## src/common/scanline_pkg.sv

```systemverilog
//##########################################################################
// scan-line channel package: widths, register selects, command and bus types
//##########################################################################
`default_nettype none

package scanline_pkg;

    localparam int ADDR_ROW_BITS = 15;                         // memory row address
    localparam int COL_BITS      = 10;                         // full column address
    localparam int COL8_BITS     = COL_BITS - 3;               // column in 8-bursts
    localparam int RC_BITS       = ADDR_ROW_BITS + COL8_BITS;  // {row, col8}, bank is separate
    localparam int XFER_BITS     = 6;                          // length field, 0 stands for 64
    localparam int FW_BITS       = 13;                         // frame width in bursts
    localparam int FH_BITS       = 16;                         // frame height in lines
    localparam int PAR_LATENCY   = 7;                          // recalc depth, cycles

    // low nibble of the command address
    localparam logic [3:0] REG_MODE        = 4'h0;  // {extra_pages[1:0], enable, !reset}
    localparam logic [3:0] REG_START_ADDR  = 4'h2;  // {row, col8} of frame start
    localparam logic [3:0] REG_FULL_WIDTH  = 4'h3;  // padded line pitch in 8-bursts
    localparam logic [3:0] REG_WINDOW_WH   = 4'h4;  // x = width, y = height
    localparam logic [3:0] REG_WINDOW_X0Y0 = 4'h5;  // window origin in the frame
    localparam logic [3:0] REG_START_XY    = 4'h6;  // first x/y relative to the window

    typedef struct packed {
        logic [15:0] y;
        logic [15:0] x;
    } xy_pair_t;

    typedef union packed {
        logic [31:0] word;  // flat view for address and mode
        xy_pair_t    xy;    // split view for window registers
    } cmd_word_u;

    typedef struct packed {
        logic [RC_BITS-1:0] start_addr;
        logic [FW_BITS:0]   full_width;
        logic [FW_BITS:0]   win_width;   // 1..0x2000
        logic [FH_BITS:0]   win_height;  // 1..0x10000
        logic [FW_BITS-1:0] win_x0;
        logic [FH_BITS-1:0] win_y0;
        logic [FW_BITS-1:0] start_x;
        logic [FH_BITS-1:0] start_y;
        logic               chn_en;
        logic               chn_rst;
        logic [1:0]         extra_pages;
    } scan_cfg_t;

    typedef struct packed {
        logic [FW_BITS-1:0] x;          // relative to window left
        logic [FH_BITS-1:0] y;          // relative to window top
        logic               continued;  // next transfer finishes a page split
    } scan_pos_t;

    typedef struct packed {
        logic [2:0]               bank;
        logic [ADDR_ROW_BITS-1:0] row;
        logic [COL8_BITS-1:0]     col;
        logic [XFER_BITS:0]       num128;  // 1..64
        logic                     partial;
        logic                     last_in_row;
        logic                     last_block;
    } xfer_req_t;

endpackage

`default_nettype wire

```

## src/cmd_in/cmd_deser.sv

```systemverilog
//##########################################################################
// command deserializer: six bytes in, address/data word out on a match
//##########################################################################
`timescale 1ns/1ps
`default_nettype none

module cmd_deser #(
    parameter logic [15:0] CMD_BASE = 16'h0120,
    parameter logic [15:0] CMD_MASK = 16'h03f0
) (
    input  wire                     rst,       // clock
    input  wire                     mclk,      // async reset
    input  wire [7:0]               cmd_ad,
    input  wire                     cmd_stb,   // comes with address low byte
    output logic [3:0]              cmd_a,
    output scanline_pkg::cmd_word_u cmd_data,
    output logic                    cmd_we
);

    logic [47:0] sr;        // bytes enter at the top, AL ends at the bottom
    logic [2:0]  byte_cnt;  // bytes taken so far, 0 when idle
    logic        last_byte;
    logic        addr_hit;

    assign last_byte = (byte_cnt == 3'd5) && !cmd_stb;
    // AL/AH sit one byte higher until the last shift
    assign addr_hit  = ((sr[23:8] ^ CMD_BASE) & CMD_MASK) == 16'h0000;
    assign cmd_a     = sr[3:0];
    assign cmd_data  = sr[47:16];  // D0 lowest

    always_ff @(posedge rst) begin
        if (cmd_stb || (byte_cnt != 3'd0))
            sr <= {cmd_ad, sr[47:8]};
    end

    always_ff @(posedge rst or posedge mclk) begin
        if (mclk) begin
            byte_cnt <= 3'd0;
            cmd_we   <= 1'b0;
        end else begin
            cmd_we <= last_byte && addr_hit;
            if (cmd_stb)
                byte_cnt <= 3'd1;                 // restart on any strobe
            else if (last_byte)
                byte_cnt <= 3'd0;
            else if (byte_cnt != 3'd0)
                byte_cnt <= byte_cnt + 3'd1;
        end
    end

    // a write needs six fresh bytes, so strobes never touch
    a_we_single : assert property (@(posedge rst) disable iff (mclk) cmd_we |=> !cmd_we);

endmodule

`default_nettype wire

```

## src/cmd_in/scanline_regs.sv

```systemverilog
//##########################################################################
// channel register file: frame layout, window, start point and mode decode
//##########################################################################
`timescale 1ns/1ps
`default_nettype none

module scanline_regs (
    input  wire                     rst,       // clock
    input  wire                     mclk,      // async reset
    input  wire [3:0]               cmd_a,
    input  wire scanline_pkg::cmd_word_u cmd_data,
    input  wire                     cmd_we,
    output scanline_pkg::scan_cfg_t cfg,
    output logic                    param_wr   // any write, one cycle late
);

    logic [3:0]                         mode_reg;
    logic [scanline_pkg::RC_BITS-1:0]   start_addr;
    logic [scanline_pkg::FW_BITS:0]     full_width;
    logic [scanline_pkg::FW_BITS:0]     win_width;
    logic [scanline_pkg::FH_BITS:0]     win_height;
    logic [scanline_pkg::FW_BITS-1:0]   win_x0;
    logic [scanline_pkg::FH_BITS-1:0]   win_y0;
    logic [scanline_pkg::FW_BITS-1:0]   start_x;
    logic [scanline_pkg::FH_BITS-1:0]   start_y;
    logic                               x_zero;  // low 13 bits clear, load as 0x2000
    logic                               y_zero;  // upper half clear, load as 0x10000

    assign x_zero = cmd_data.xy.x[scanline_pkg::FW_BITS-1:0] == '0;
    assign y_zero = cmd_data.xy.y == '0;

    always_ff @(posedge rst or posedge mclk) begin
        if (mclk) begin
            mode_reg   <= '0;  // channel held in reset
            start_addr <= '0;
            full_width <= '0;
            win_width  <= 14'h2000;
            win_height <= 17'h10000;
            win_x0     <= '0;
            win_y0     <= '0;
            start_x    <= '0;
            start_y    <= '0;
            param_wr   <= 1'b0;
        end else begin
            param_wr <= cmd_we;
            if (cmd_we) begin
                case (cmd_a)
                    scanline_pkg::REG_MODE:       mode_reg   <= cmd_data.word[3:0];
                    scanline_pkg::REG_START_ADDR:
                        start_addr <= cmd_data.word[scanline_pkg::RC_BITS-1:0];
                    scanline_pkg::REG_FULL_WIDTH:
                        full_width <= {x_zero, cmd_data.xy.x[scanline_pkg::FW_BITS-1:0]};
                    scanline_pkg::REG_WINDOW_WH: begin
                        win_width  <= {x_zero, cmd_data.xy.x[scanline_pkg::FW_BITS-1:0]};
                        win_height <= {y_zero, cmd_data.xy.y};
                    end
                    scanline_pkg::REG_WINDOW_X0Y0: begin
                        win_x0 <= cmd_data.xy.x[scanline_pkg::FW_BITS-1:0];
                        win_y0 <= cmd_data.xy.y;
                    end
                    scanline_pkg::REG_START_XY: begin
                        start_x <= cmd_data.xy.x[scanline_pkg::FW_BITS-1:0];
                        start_y <= cmd_data.xy.y;
                    end
                    default: ;  // unused selects ignored
                endcase
            end
        end
    end

    always_comb begin
        cfg.start_addr  = start_addr;
        cfg.full_width  = full_width;
        cfg.win_width   = win_width;
        cfg.win_height  = win_height;
        cfg.win_x0      = win_x0;
        cfg.win_y0      = win_y0;
        cfg.start_x     = start_x;
        cfg.start_y     = start_y;
        cfg.chn_en      = &mode_reg[1:0];  // enabled and out of reset
        cfg.chn_rst     = ~mode_reg[0];
        cfg.extra_pages = mode_reg[3:2];
    end

endmodule

`default_nettype wire

```

## src/logic/frame_seq.sv

```systemverilog
//##########################################################################
// frame walker: want/need/grant requests, page credit, pending and frame done
//##########################################################################
`timescale 1ns/1ps
`default_nettype none

module frame_seq (
    input  wire                        rst,        // clock
    input  wire                        mclk,       // async reset
    input  wire scanline_pkg::scan_cfg_t cfg,
    input  wire scanline_pkg::xfer_req_t req,
    input  wire                        calc_valid,
    input  wire                        param_wr,
    input  wire                        frame_start,
    input  wire                        next_page,  // consumer freed a buffer page
    input  wire                        xfer_grant,
    input  wire                        xfer_done,
    output scanline_pkg::scan_pos_t    pos,
    output logic                       recalc_go,
    output logic                       xfer_want,
    output logic                       xfer_need,
    output logic                       xfer_start,
    output logic [2:0]                 xfer_bank,
    output logic [scanline_pkg::ADDR_ROW_BITS-1:0] xfer_row,
    output logic [scanline_pkg::COL8_BITS-1:0]     xfer_col,
    output logic [scanline_pkg::XFER_BITS-1:0]     xfer_num128,  // 0 means 64
    output logic                       xfer_partial,
    output logic                       frame_done,
    output logic                       xfer_reset_page
);

    logic       busy_r;
    logic       chn_rst_d;     // to catch reset release
    logic       last_issued;   // last block of the window has started
    logic       pre_want;
    logic       start_full;    // start that consumes a buffer page
    logic [2:0] page_cntr;     // free buffer pages
    logic [1:0] pending;       // started, not yet done
    logic [1:0] pend_next;

    assign start_full   = xfer_start && !req.partial;
    assign pre_want     = busy_r && cfg.chn_en && calc_valid && !xfer_want &&
                          !xfer_start && !last_issued;
    assign recalc_go    = xfer_start || param_wr || frame_start || (chn_rst_d && !cfg.chn_rst);
    assign xfer_bank    = req.bank;
    assign xfer_row     = req.row;
    assign xfer_col     = req.col;
    assign xfer_num128  = req.num128[scanline_pkg::XFER_BITS-1:0];
    assign xfer_partial = req.partial;

    always_comb begin
        case ({xfer_start, xfer_done})
            2'b10:   pend_next = pending + 2'd1;
            2'b01:   pend_next = pending - 2'd1;
            default: pend_next = pending;
        endcase
    end

    always_ff @(posedge rst or posedge mclk) begin
        if (mclk) begin
            busy_r          <= 1'b0;
            chn_rst_d       <= 1'b1;
            xfer_reset_page <= 1'b1;  // mode is 0 after reset
            xfer_start      <= 1'b0;
            xfer_want       <= 1'b0;
            xfer_need       <= 1'b0;
            page_cntr       <= '0;
            pending         <= '0;
            last_issued     <= 1'b0;
            frame_done      <= 1'b0;
            pos             <= '0;
        end else begin
            chn_rst_d       <= cfg.chn_rst;
            xfer_reset_page <= cfg.chn_rst;
            xfer_start      <= xfer_grant && !cfg.chn_rst;

            if (cfg.chn_rst)      busy_r <= 1'b0;
            else if (frame_start) busy_r <= 1'b1;
            else if (frame_done)  busy_r <= 1'b0;

            if (cfg.chn_rst || xfer_grant) begin
                xfer_want <= 1'b0;
                xfer_need <= 1'b0;
            end else if (pre_want && (page_cntr > {1'b0, cfg.extra_pages})) begin
                xfer_want <= 1'b1;
                xfer_need <= page_cntr >= 3'd3;   // buffer nearly empty
            end

            if (frame_start)                   page_cntr <= 3'd4;
            else if (start_full && !next_page) page_cntr <= page_cntr - 3'd1;
            else if (!start_full && next_page) page_cntr <= page_cntr + 3'd1;

            if (cfg.chn_rst || !busy_r) pending <= '0;
            else                        pending <= pend_next;

            if (cfg.chn_rst || !busy_r) last_issued <= 1'b0;
            else if (xfer_start)        last_issued <= req.last_block;

            if (cfg.chn_rst || frame_start)
                frame_done <= 1'b0;
            else if (busy_r && last_issued && xfer_done && (pend_next == 2'd0))
                frame_done <= 1'b1;

            if (cfg.chn_rst || frame_start) begin
                pos.x         <= cfg.start_x;
                pos.y         <= cfg.start_y;
                pos.continued <= 1'b0;
            end else if (xfer_start) begin
                pos.x <= req.last_in_row ? '0 : pos.x + {6'd0, req.num128};
                if (req.last_in_row)
                    pos.y <= pos.y + 16'd1;
                pos.continued <= req.partial;  // split resumes next
            end
        end
    end

    a_want_busy : assert property (@(posedge rst) disable iff (mclk) xfer_want |-> busy_r);
    a_pend_wrap : assert property (@(posedge rst) disable iff (mclk)
        !(xfer_start && !xfer_done && (pending == 2'd3)) &&
        !(xfer_done && !xfer_start && (pending == 2'd0)));

endmodule

`default_nettype wire

```

## src/logic/scanline_chan.sv

```systemverilog
//##########################################################################
// scan-line memory channel: command registers, recalc pipeline, request side
//##########################################################################
`timescale 1ns/1ps
`default_nettype none

module scanline_chan #(
    parameter logic [15:0] CMD_BASE = 16'h0120,
    parameter logic [15:0] CMD_MASK = 16'h03f0
) (
    input  wire         rst,              // clock
    input  wire         mclk,             // async reset
    input  wire [7:0]   cmd_ad,
    input  wire         cmd_stb,
    input  wire         frame_start,
    input  wire         next_page,
    output logic        frame_done,
    output logic        xfer_want,
    output logic        xfer_need,
    input  wire         xfer_grant,
    output logic        xfer_start,
    output logic [2:0]  xfer_bank,
    output logic [scanline_pkg::ADDR_ROW_BITS-1:0] xfer_row,
    output logic [scanline_pkg::COL8_BITS-1:0]     xfer_col,
    output logic [scanline_pkg::XFER_BITS-1:0]     xfer_num128,
    output logic        xfer_partial,
    input  wire         xfer_done,
    output logic        xfer_reset_page
);

    logic [3:0]                cmd_a;
    scanline_pkg::cmd_word_u   cmd_data;
    logic                      cmd_we;
    scanline_pkg::scan_cfg_t   cfg;
    logic                      param_wr;
    scanline_pkg::scan_pos_t   pos;
    logic                      recalc_go;
    scanline_pkg::xfer_req_t   req;
    logic                      calc_valid;

    cmd_deser #(.CMD_BASE(CMD_BASE), .CMD_MASK(CMD_MASK)) u_deser (
        .rst(rst), .mclk(mclk), .cmd_ad(cmd_ad), .cmd_stb(cmd_stb),
        .cmd_a(cmd_a), .cmd_data(cmd_data), .cmd_we(cmd_we));

    scanline_regs u_regs (
        .rst(rst), .mclk(mclk), .cmd_a(cmd_a), .cmd_data(cmd_data), .cmd_we(cmd_we),
        .cfg(cfg), .param_wr(param_wr));

    xfer_calc u_calc (
        .rst(rst), .mclk(mclk), .cfg(cfg), .pos(pos), .recalc_go(recalc_go),
        .req(req), .calc_valid(calc_valid));

    frame_seq u_seq (
        .rst(rst), .mclk(mclk), .cfg(cfg), .req(req), .calc_valid(calc_valid),
        .param_wr(param_wr), .frame_start(frame_start), .next_page(next_page),
        .xfer_grant(xfer_grant), .xfer_done(xfer_done), .pos(pos), .recalc_go(recalc_go),
        .xfer_want(xfer_want), .xfer_need(xfer_need), .xfer_start(xfer_start),
        .xfer_bank(xfer_bank), .xfer_row(xfer_row), .xfer_col(xfer_col),
        .xfer_num128(xfer_num128), .xfer_partial(xfer_partial),
        .frame_done(frame_done), .xfer_reset_page(xfer_reset_page));

endmodule

`default_nettype wire

```

## src/logic/xfer_calc.sv

```systemverilog
//##########################################################################
// transfer recalculation pipeline: position to bank/row/col, count and split
//##########################################################################
`timescale 1ns/1ps
`default_nettype none

module xfer_calc (
    input  wire                      rst,        // clock
    input  wire                      mclk,       // async reset
    input  wire scanline_pkg::scan_cfg_t cfg,
    input  wire scanline_pkg::scan_pos_t pos,
    input  wire                      recalc_go,
    output scanline_pkg::xfer_req_t  req,
    output logic                     calc_valid
);

    localparam int LAT = scanline_pkg::PAR_LATENCY;
    localparam int FW  = scanline_pkg::FW_BITS;
    localparam int FH  = scanline_pkg::FH_BITS;
    localparam int XB  = scanline_pkg::XFER_BITS;
    localparam int C8  = scanline_pkg::COL8_BITS;
    localparam int RC  = scanline_pkg::RC_BITS;

    logic [LAT-2:0]     recalc_r;   // one-hot stage enables, pos settled by stage 0
    logic [LAT-1:0]     valid_r;    // fills with ones after each drop
    logic [FW-1:0]      frame_x;
    logic [FH-1:0]      frame_y;
    logic [FH:0]        next_y;
    logic [FW:0]        row_left;   // bursts to the window right edge
    logic [C8:0]        page_room;  // bursts to the DRAM page end, 1..128
    logic [XB:0]        lim;        // row_left clipped to 64
    logic [XB:0]        spill;
    logic [XB:0]        num;
    logic [XB-1:0]      leftover;   // second half of a split transfer
    logic               partial;
    logic               last_in_row;
    logic               last_block;
    logic [FH+FW-3:0]   mul_full;   // line8 * pitch, upper bits dropped
    logic [RC-1:0]      mul_rslt;
    logic [RC-1:0]      line_start;
    logic [RC-1:0]      row_col;
    logic               page_short;

    assign mul_full   = frame_y[FH-1:3] * cfg.full_width;
    assign page_short = page_room < {1'b0, lim};
    assign spill      = lim - page_room[XB:0];
    assign calc_valid = valid_r[LAT-1];

    always_ff @(posedge rst or posedge mclk) begin
        if (mclk) begin
            recalc_r <= '0;
            valid_r  <= '0;
        end else begin
            recalc_r <= cfg.chn_rst ? '0 : {recalc_r[LAT-3:0], recalc_go};
            if (recalc_go || cfg.chn_rst)
                valid_r <= '0;
            else
                valid_r <= {valid_r[LAT-2:0], 1'b1};
        end
    end

    always_ff @(posedge rst) begin
        if (recalc_r[0]) begin                      // frame coordinates
            frame_x  <= pos.x + cfg.win_x0;
            frame_y  <= pos.y + cfg.win_y0;
            next_y   <= {1'b0, pos.y} + 17'd1;
            row_left <= cfg.win_width - {1'b0, pos.x};
        end
        if (recalc_r[1]) begin                      // limits, multiplier
            page_room <= 8'd128 - {1'b0, frame_x[C8-1:0]};
            lim       <= (|row_left[FW:XB]) ? 7'd64 : row_left[XB:0];
            mul_rslt  <= mul_full[RC-1:0];
        end
        if (recalc_r[2]) begin                      // count and split, line start
            line_start <= cfg.start_addr + mul_rslt;
            if (pos.continued) begin
                num     <= {1'b0, leftover};
                partial <= 1'b0;
            end else if (page_short) begin
                num      <= page_room[XB:0];
                partial  <= 1'b1;
                leftover <= spill[XB-1:0];
            end else begin
                num     <= lim;
                partial <= 1'b0;
            end
        end
        if (recalc_r[3]) begin                      // end of row / frame
            last_in_row <= row_left == {{(FW-XB){1'b0}}, num};
            last_block  <= (next_y == cfg.win_height) && (row_left == {{(FW-XB){1'b0}}, num});
        end
        if (recalc_r[4])
            row_col <= line_start + {{(RC-FW){1'b0}}, frame_x};
        if (recalc_r[5]) begin                      // publish, held until next drop
            req.bank        <= frame_y[2:0];
            req.row         <= row_col[RC-1:C8];
            req.col         <= row_col[C8-1:0];
            req.num128      <= num;
            req.partial     <= partial;
            req.last_in_row <= last_in_row;
            req.last_block  <= last_block;
        end
    end

    a_num_range : assert property (@(posedge rst) disable iff (mclk)
        calc_valid |-> (req.num128 != '0) && (req.num128 <= 7'd64));

endmodule

`default_nettype wire

```

## config.mk

```make
export PLATFORM = sky130hd
export DESIGN_NAME = scanline_chan
export DESIGN_NICKNAME = d
export VERILOG_FILES = /design/src/common/scanline_pkg.sv /design/src/cmd_in/cmd_deser.sv /design/src/cmd_in/scanline_regs.sv /design/src/logic/frame_seq.sv /design/src/logic/scanline_chan.sv /design/src/logic/xfer_calc.sv
export SDC_FILE = /design/constraint.sdc
export NUM_CORES = 1
export LEC_CHECK = 0
export BUFFER_PORTS_ARGS = -buffer_cell sky130_fd_sc_hd__buf_2
export CORE_MARGIN = 5
export CORE_UTILIZATION = 45
export CTS_BUF_LIST = sky130_fd_sc_hd__clkbuf_16
export DETAILED_ROUTE_END_ITERATION = 10
export PLACE_DENSITY = 0.66
export SYNTH_ARGS = -nofsm -noshare
export SYNTH_HDL_FRONTEND = slang
export SYNTH_HIERARCHICAL = 1
export SYNTH_SLANG_ARGS = --single-unit
```

## constraint.sdc

```tcl
create_clock -name rst -period 6.9 [get_ports rst]
set_input_delay 0 -clock rst [delete_from_list [all_inputs] [get_ports rst]]
set_output_delay 0 -clock rst [all_outputs]
set_load 0.01 [all_outputs]
```

==> results of run 1 <==
## worst min-delay path by stage
| stage | endpoint | depth (start not counted) | slack, ns | startpoint |
|---|---|---|---|---|
| after floorplan | u_deser/byte_cnt[0] | 1 | -0.23 | mclk |
| after global placement | u_deser/cmd_we | 2 | -0.05 | mclk |
| after detailed placement | u_deser/cmd_we | 2 | -0.04 | mclk |
| after CTS | u_seq/pos[20] | 3 | 0.06 | mclk |
| after global routing | u_seq/pos[21] | 3 | 0.12 | mclk |
| final | u_seq/pos[20] | 3 | 0.08 | mclk |
## worst max-delay path, stage by stage (launching register included)
cell and delay [ns]:
edfxtp_1 0.57, and2_1 0.26, fa_1 0.53, inv_1 0.05, fa_1 0.54, inv_1 0.06, fa_1 0.50, inv_1 0.05
fa_1 0.46, fa_1 0.54, inv_1 0.04, ha_1 0.33, o21a_1 0.13, o21ai_0 0.10, nand2b_1 0.16, o21ai_0 0.28
nand4_1 0.17, a31oi_1 0.28, o21ai_0 0.17
## through the flow
stage / instance area [um^2] / setup WS (ns) / util / std cells
5_1_grt: 28300 / 1.08 / 0.491 / 3057
4_1_cts: 28300 / 1.46 / 0.491 / 3057
2_1_floorplan: 26100 / 1.84 / - / 2253
6_report: 28300 / 1.41 / 0.491 / 3057
3_3_place_gp: 26600 / 1.62 / 0.462 / 2957
3_5_place_dp: 26600 / 1.45 / 0.462 / 2957
## final cells by class
type                    instances  share of cell area
clock buffers                  49              0.0434
clock inverters                35              0.0110
inverters                     265              0.0353
multi-input cells            1439               0.441
flip-flops and latches        425               0.418
well taps                     765              0.0338
repair buffers                 79              0.0179
## synth_stat cells (4+ instances only)
master and instances:
or3_1 4, ha_1 153, nor2_1 105, a211oi_1 7, or4_1 7, nand2_1 156, a31oi_1 16, a21o_1 22
o21ai_0 66, mux2_1 38, o31a_1 4, fa_1 132, buf_6 4, edfxtp_1 236, xnor2_1 105, mux2_4 29
xor2_1 52, o21ai_2 4, dfrtp_1 186, clkbuf_1 38, nor2b_1 30, o21bai_1 6, a221oi_1 4, nand3_1 35
a21oi_1 68, nand4_1 16, mux2_2 60, and3_1 22, nand2b_1 22, buf_2 6, o211ai_1 6, mux2i_1 11
inv_1 265, nor4_1 14, nor4b_1 7, buf_4 75, or2_2 4, o21ai_1 4, and2_1 106, nor3_1 25
o21a_1 25, a41oi_1 4
## power by group
| group | total, mW | internal, mW | switching, mW | leakage (nW) |
|---|---|---|---|---|
| logic | 0.193 | 0.0829 | 0.111 | 7.13 |
| registers | 3.04 | 2.81 | 0.224 | 4.85 |
| clock network | 2.48 | 1.47 | 1.00 | 0.767 |
| total | 5.71 | 4.37 | 1.34 | 12.7 |
## placed cells by master, fill, tap and decap left out, drive strengths merged, types with 11 or more instances in the layout
cell type	count
a21o	25
a21oi	71
a31oi	17
and2	106
and3	23
buf	63
clkbuf	49
clkinv	19
dfrtp	186
dlygate4sd3	16
edfxtp	236
fa	132
ha	153
inv	272
mux2	127
mux2i	11
nand2	156
nand2b	22
nand3	36
nand4	17
nor2	105
nor2b	30
nor3	26
nor4	14
o21a	26
o21ai	74
xnor2	105
xor2	52
## layer usage
metal | routed length (um) | GRT usage | vias up
met2 | 26400 | 0.294 | 320
li1 | - | - | 7599
met3 | 2300 | 0.0268 | 71
met4 | 1250 | 0.0457 | 0
met1 | 24800 | 0.240 | 7976
met5 | 0 | 0 | -
## kinds of logic (layout without fill, tap and decap cells)
logic type,count (synthesis),count (layout),share of synthesized area
and+or+nand+nor,578,578,0.116
adders and majority gates,285,285,0.175
DFF,425,425,0.454
buffers and inverters,389,428,0.0689
xor gates and xnor gates,157,157,0.0528
AOI/OAI and AO/OA,281,281,0.0712
muxes,138,138,0.0633
==> flow_summary_export.csv, run 1 <==
group,metric,value,unit
outcome,status,"completed",
synthesis,synth_top_area_share,0.272,
floorplanning,dieArea,62800,um^2
drt,drc_errors,0,
layout,largest_register_ffs,44,
drt,wire_per_inst,17.9,um
global_route,grt-ovfl-total,0,
setup_path,startpoint,"u_calc/frame_y[6]",
layout,nFillCells,5016,
sta,hold_viol,0,
drt,first_pass_iters,5,
floorplanning,die_h,251,um
sta,max_freq,182,MHz
floorplanning,start_util,0.453,
layout,insertedDiodeCount,0,
global_route,grt_pass1_vias,16607,
placement,io_buffers,51,
clock_tree,clkLatencyLatePin,0.57,ns
drt,viasPerCell,5.22,
layout,areaGrowthSynthToFinish,8.52,%
clock_tree,cts_tree,"built",
clock_tree,cts.sinks,425,
power,power.density,202,nW/um^2
power,vdd_drop_max,0.154,mV
setup_path,critPathLaunchType,"flop",
run,max-cap-violations,0,
layout,regMostFlops,"u_deser/sr",
sta,report.final.slew_viol_count,0,
synthesis,syn_area,26100,um^2
layout,final_layout_size_suffix_gt1_frac,0.116,
sta,tightest_slew,1.04,ns
clock_tree,cts_hold_buf,16,
synthesis,synth_cell_type_count,91,
global_route,antenna_found_initial,0,
global_route,track_usage,0.175,
setup_path,r2r-end,"u_calc/mul_rslt[21]",
sta,setup_viol,0,
synthesis,ys_seq_area_frac,0.454,
clock_tree,cts_buffers,46,
power,finalPower,5.71,mW
drt,initialDrtViolationCount,976,
synthesis,syn_inst,2253,
layout,multiInputGateArea,12500,um^2
clock_tree,clockBufferDepth,3,
setup_path,end_kind,"flop",
floorplanning,die_w,251,um
hold_path,hp-class,"in -> async",
clock_tree,clk_pin_slew,0.06,ns
power,p_leak,12.7,nW
global_route,grt_pass1_wl,89.3,mm
setup_path,crit_end,"u_calc/mul_rslt[21]",
setup_path,crit_arrival,5.78,ns
placement,gp_congestion,0.847,
placement,dp_hpwl,40.2,mm
synthesis,synth_edf_count,236,
global_route,grt_max_degree,78,
sta,slew_headroom,0.308,
clock_tree,cts_setup_buffers,0,
floorplanning,ioPinCount,52,
synthesis,async_reset_ff_frac,0.445,
floorplanning,coreArea,57600,um^2
clock_tree,htreeDepth,2,
clock_tree,cts-root-buf,"clkbuf_16",
sta,post-route-period-util,0.796,
layout,nNetsFinal,2556,
sta,fin_tns_setup,0,ns
setup_path,crit_path_max_fanout,14,
clock_tree,ctsResizeCount,0,
setup_path,reg2reg_depth,18,
synthesis,synthTopCellsByArea,"edfxtp_1, dfrtp_1, fa_1",
sta,grt_setup_unrepaired,"no",
setup_path,critPathRequiredTime,7.19,ns
sta,holdWs,0.0786,ns
synthesis,ys_ff_latch,425,
floorplanning,placementRows,88,
synthesis,yosysWarnings,6,
sta,fin_skew,0.0214,ns
synthesis,synth_nets,2553,
synthesis,syn_area_per_cell,11.6,um^2
synthesis,synth_top_flop_cell,"edfxtp_1",
setup_path,r2r_setup_slack,1.41,ns
setup_path,rr_startpoint,"u_calc/frame_y[6]",
drt,drtAntennaViolNets,0,
synthesis,yosys.area.top_type,"edfxtp_1",
setup_path,critPathKind,"reg -> reg",
drt,vias,15966,
layout,reg_top3,"u_deser/sr x44, u_calc/req x35, u_seq/pos x30",
layout,seq_area,11800,um^2
drt,totalWireLength,54.8,mm
sta,fin_crit,5.49,ns
(Power assumes the default switching activity.)
==> run 2: changes to the inputs <==
- ABC_AREA: unset -> 1
- clock period: 6.9 -> 5.3 ns (I/O delays scaled with it)
==> run 2 against run 1 <==
Against the previous run:
- via count rose by 23%
- synthesized cell count increased by 37%
- routed wire length rose by 13%
- hold slack lost 0.018 ns
- sequential cell count stayed put
- critical path depth grew 1
- first-iteration DRC count up 40%
- count of clock-buffer cells in the layout shrank 3
- clock skew rose by 0.0039 ns
- cell count up 28%
- clock power increased by 23%
- largest power group unchanged
- highest routed layer unchanged
==> flow_summary_export.csv, run 2 <==
group,metric,value,unit
drt,vias,19619,
floorplanning,coreArea,60200,um^2
global_route,grt-ovfl-total,0,
sta,slew_headroom,0.269,
layout,final_layout_size_suffix_gt1_frac,0.0668,
synthesis,netlist_top_cells_count,"nand2_1, inv_1, edfxtp_1",
sta,post-route-period-util,0.949,
setup_path,critPathLaunchType,"flop",
placement,io_buffers,51,
sta,fin_ws,0.272,ns
synthesis,yosys.area.top_type,"edfxtp_1",
clock_tree,clkLatencyLatePin,0.59,ns
power,power.density,253,nW/um^2
drt,drtAntennaViolNets,0,
setup_path,crit_arrival,5.37,ns
placement,dp_cells,3817,
drt,initialDrtViolationCount,1370,
synthesis,synth_compound_area_frac,0.0718,
sta,report.final.slew_viol_count,0,
clock_tree,cts-root-buf,"clkbuf_16",
drt,drc_errors,0,
synthesis,ys_seq_area_frac,0.432,
setup_path,crit_path_max_fanout,14,
layout,stdcell_count,3928,
power,vdd_drop_max,0.218,mV
synthesis,synth_most_common_cell,"nand2_1",
global_route,grt_pass1_wl,102,mm
floorplanning,placementRows,90,
synthesis,synth_cell_type_count,59,
synthesis,synth_nets,3396,
global_route,antenna_found_initial,0,
synthesis,syn_inst,3096,
global_route,track_usage,0.190,
global_route,grt_pass1_vias,19391,
synthesis,synth-simple-area-share,0.188,
synthesis,synth_top_flop_cell,"edfxtp_1",
floorplanning,start_util,0.454,
sta,hold_viol,0,
floorplanning,dieArea,65800,um^2
setup_path,end_kind,"flop",
clock_tree,cts_buffers,46,
placement,dp_slack,0.135,ns
clock_tree,clk_pin_slew,0.06,ns
setup_path,critPathKind,"reg -> reg",
placement,dp_hpwl,46.7,mm
power,p_leak,14.8,nW
synthesis,syn_area,27400,um^2
synthesis,yosysWarnings,6,
sta,tightest_slew,1.09,ns
drt,first_pass_iters,6,
synthesis,muxShareOfSynthArea,0,
sta,fin_skew,0.0252,ns
sta,max_freq,199,MHz
synthesis,synthAdderAreaFrac,0.167,
sta,fin_tns_setup,0,ns
sta,grt_setup_unrepaired,"no",
layout,insertedDiodeCount,0,
synthesis,synth_top_family_by_area,"simple AND/OR/NAND/NOR gates",
sta,setup_viol,0,
clock_tree,cts_tree,"built",
layout,mostFrequentLayoutCell,"nand2_1",
sta,fin_crit,5.03,ns
drt,wire_per_inst,15.8,um
synthesis,synth_edf_count,236,
hold_path,hp-class,"in -> async",
drt,viasPerCell,4.99,
synthesis,syn_area_per_cell,8.84,um^2
layout,nNetsFinal,3408,
setup_path,critPathRequiredTime,5.64,ns
global_route,gr-usage-met2,0.318,
layout,final_cell_mix,"nand2_1, inv_1, edfxtp_1",
synthesis,synth-xor-area-share,0.0358,
synthesis,async_reset_ff_frac,0.445,
placement,gp_congestion,0.878,
layout,largest_register_ffs,44,
synthesis,synth_top_area_share,0.259,
floorplanning,ioPinCount,52,
synthesis,ys_ff_latch,425,
run,max-cap-violations,0,
global_route,busiest_layer,"met2",
layout,reg_top3,"u_deser/sr x44, u_calc/req x35, u_seq/pos x30",
floorplanning,die_h,257,um
floorplanning,die_w,257,um
outcome,status,"completed",
clock_tree,htreeDepth,2,
clock_tree,cts.sinks,425,
synthesis,synthTopCellsByArea,"edfxtp_1, dfrtp_1, nand2_1",
layout,areaGrowthSynthToFinish,8.18,%
global_route,grt_max_degree,71,
clock_tree,clockBufferDepth,3,
layout,regMostFlops,"u_deser/sr",
global_route,grt_util_met1,0.259,
global_route,grt_util_met3,0.0269,
drt,totalWireLength,62.0,mm
==> run 2: path summary, 6_finish.rpt <==
| kind | startpoint | depth (start not counted) | to | slack (ns) |
|---|---|---|---|---|
| max in group asynchronous | mclk | 4 | u_regs/full_width[7] | 3.60 |
| min | mclk | 3 | u_calc/valid_r[1] | 0.06 |
| max | u_regs/full_width[9] | 19 | u_calc/mul_rslt[20] | 0.27 |
| max reg2reg | u_regs/full_width[9] | 19 | u_calc/mul_rslt[20] | 0.27 |
| min reg2reg | u_calc/row_col[5] | 0 | u_calc/req[15] | 0.42 |
| min in group rst | cmd_ad[2] | 2 | u_deser/sr[42] | 0.15 |
==> run 2: power breakdown <==
part / leakage (nW) / internal [mW] / switching [mW]
registers: 4.87 / 3.70 / 0.157
logic: 9.25 / 0.129 / 0.454
clock network: 0.710 / 1.69 / 1.35
total: 14.8 / 5.53 / 1.96
==> run 2: worst max-delay path, stage by stage (launching register included) <==
cell	delay, ns
dfrtp_1	0.57
nand2_1	0.14
inv_1	0.06
fa_1	0.50
inv_1	0.05
fa_1	0.54
inv_1	0.05
fa_1	0.47
fa_1	0.49
inv_1	0.05
fa_1	0.53
inv_1	0.04
ha_1	0.34
nand2_1	0.12
o21ai_0	0.33
inv_1	0.08
nand2_1	0.14
nand3_1	0.13
nand3_1	0.09
nand2_1	0.06
==> run 2: cell families after synthesis <==
group                      after synthesis
and+or+nand+nor                       1232
buffers and inverters                  679
DFF                                    425
AOI/OAI and AO/OA                      363
adders and majority gates              285
xor gates and xnor gates               112
==> run 2: layer usage <==
metal / up-vias / wire, um
met5: - / 0
li1: 9788 / -
met1: 9277 / 28000
met2: 441 / 29200
met3: 113 / 3010
met4: 0 / 1850
==> run 2: area by class of cell <==
cell class	count	area, um^2
clock inverters	40	273
multi-input cells	1992	12700
clock buffers	46	1150
flip-flops and latches	425	11800
well taps	782	978
fillers	5695	30600
inverters	545	2060
repair buffers	98	663
==> run 2: timing repair <==
item	4_1_cts	5_1_grt
resized for setup	0	4
hold buffers	17	0
endpoints found under the setup margin	0	6
setup buffers	0	8
endpoints found under the hold margin	156	0
==> run 2: through the flow <==
| step | utilization | instance area [um^2] | hold slack [ns] | power (mW) |
|---|---|---|---|---|
| after floorplan | - | 27400 | -0.234 | 4.32 |
| after global placement | 0.464 | 27900 | -0.0134 | 4.48 |
| after detailed placement | 0.464 | 27900 | -0.00605 | 4.50 |
| after CTS | 0.490 | 29500 | 0.0529 | 7.57 |
| after global routing | 0.491 | 29600 | 0.127 | 7.77 |
| final | 0.491 | 29600 | 0.0607 | 7.48 |
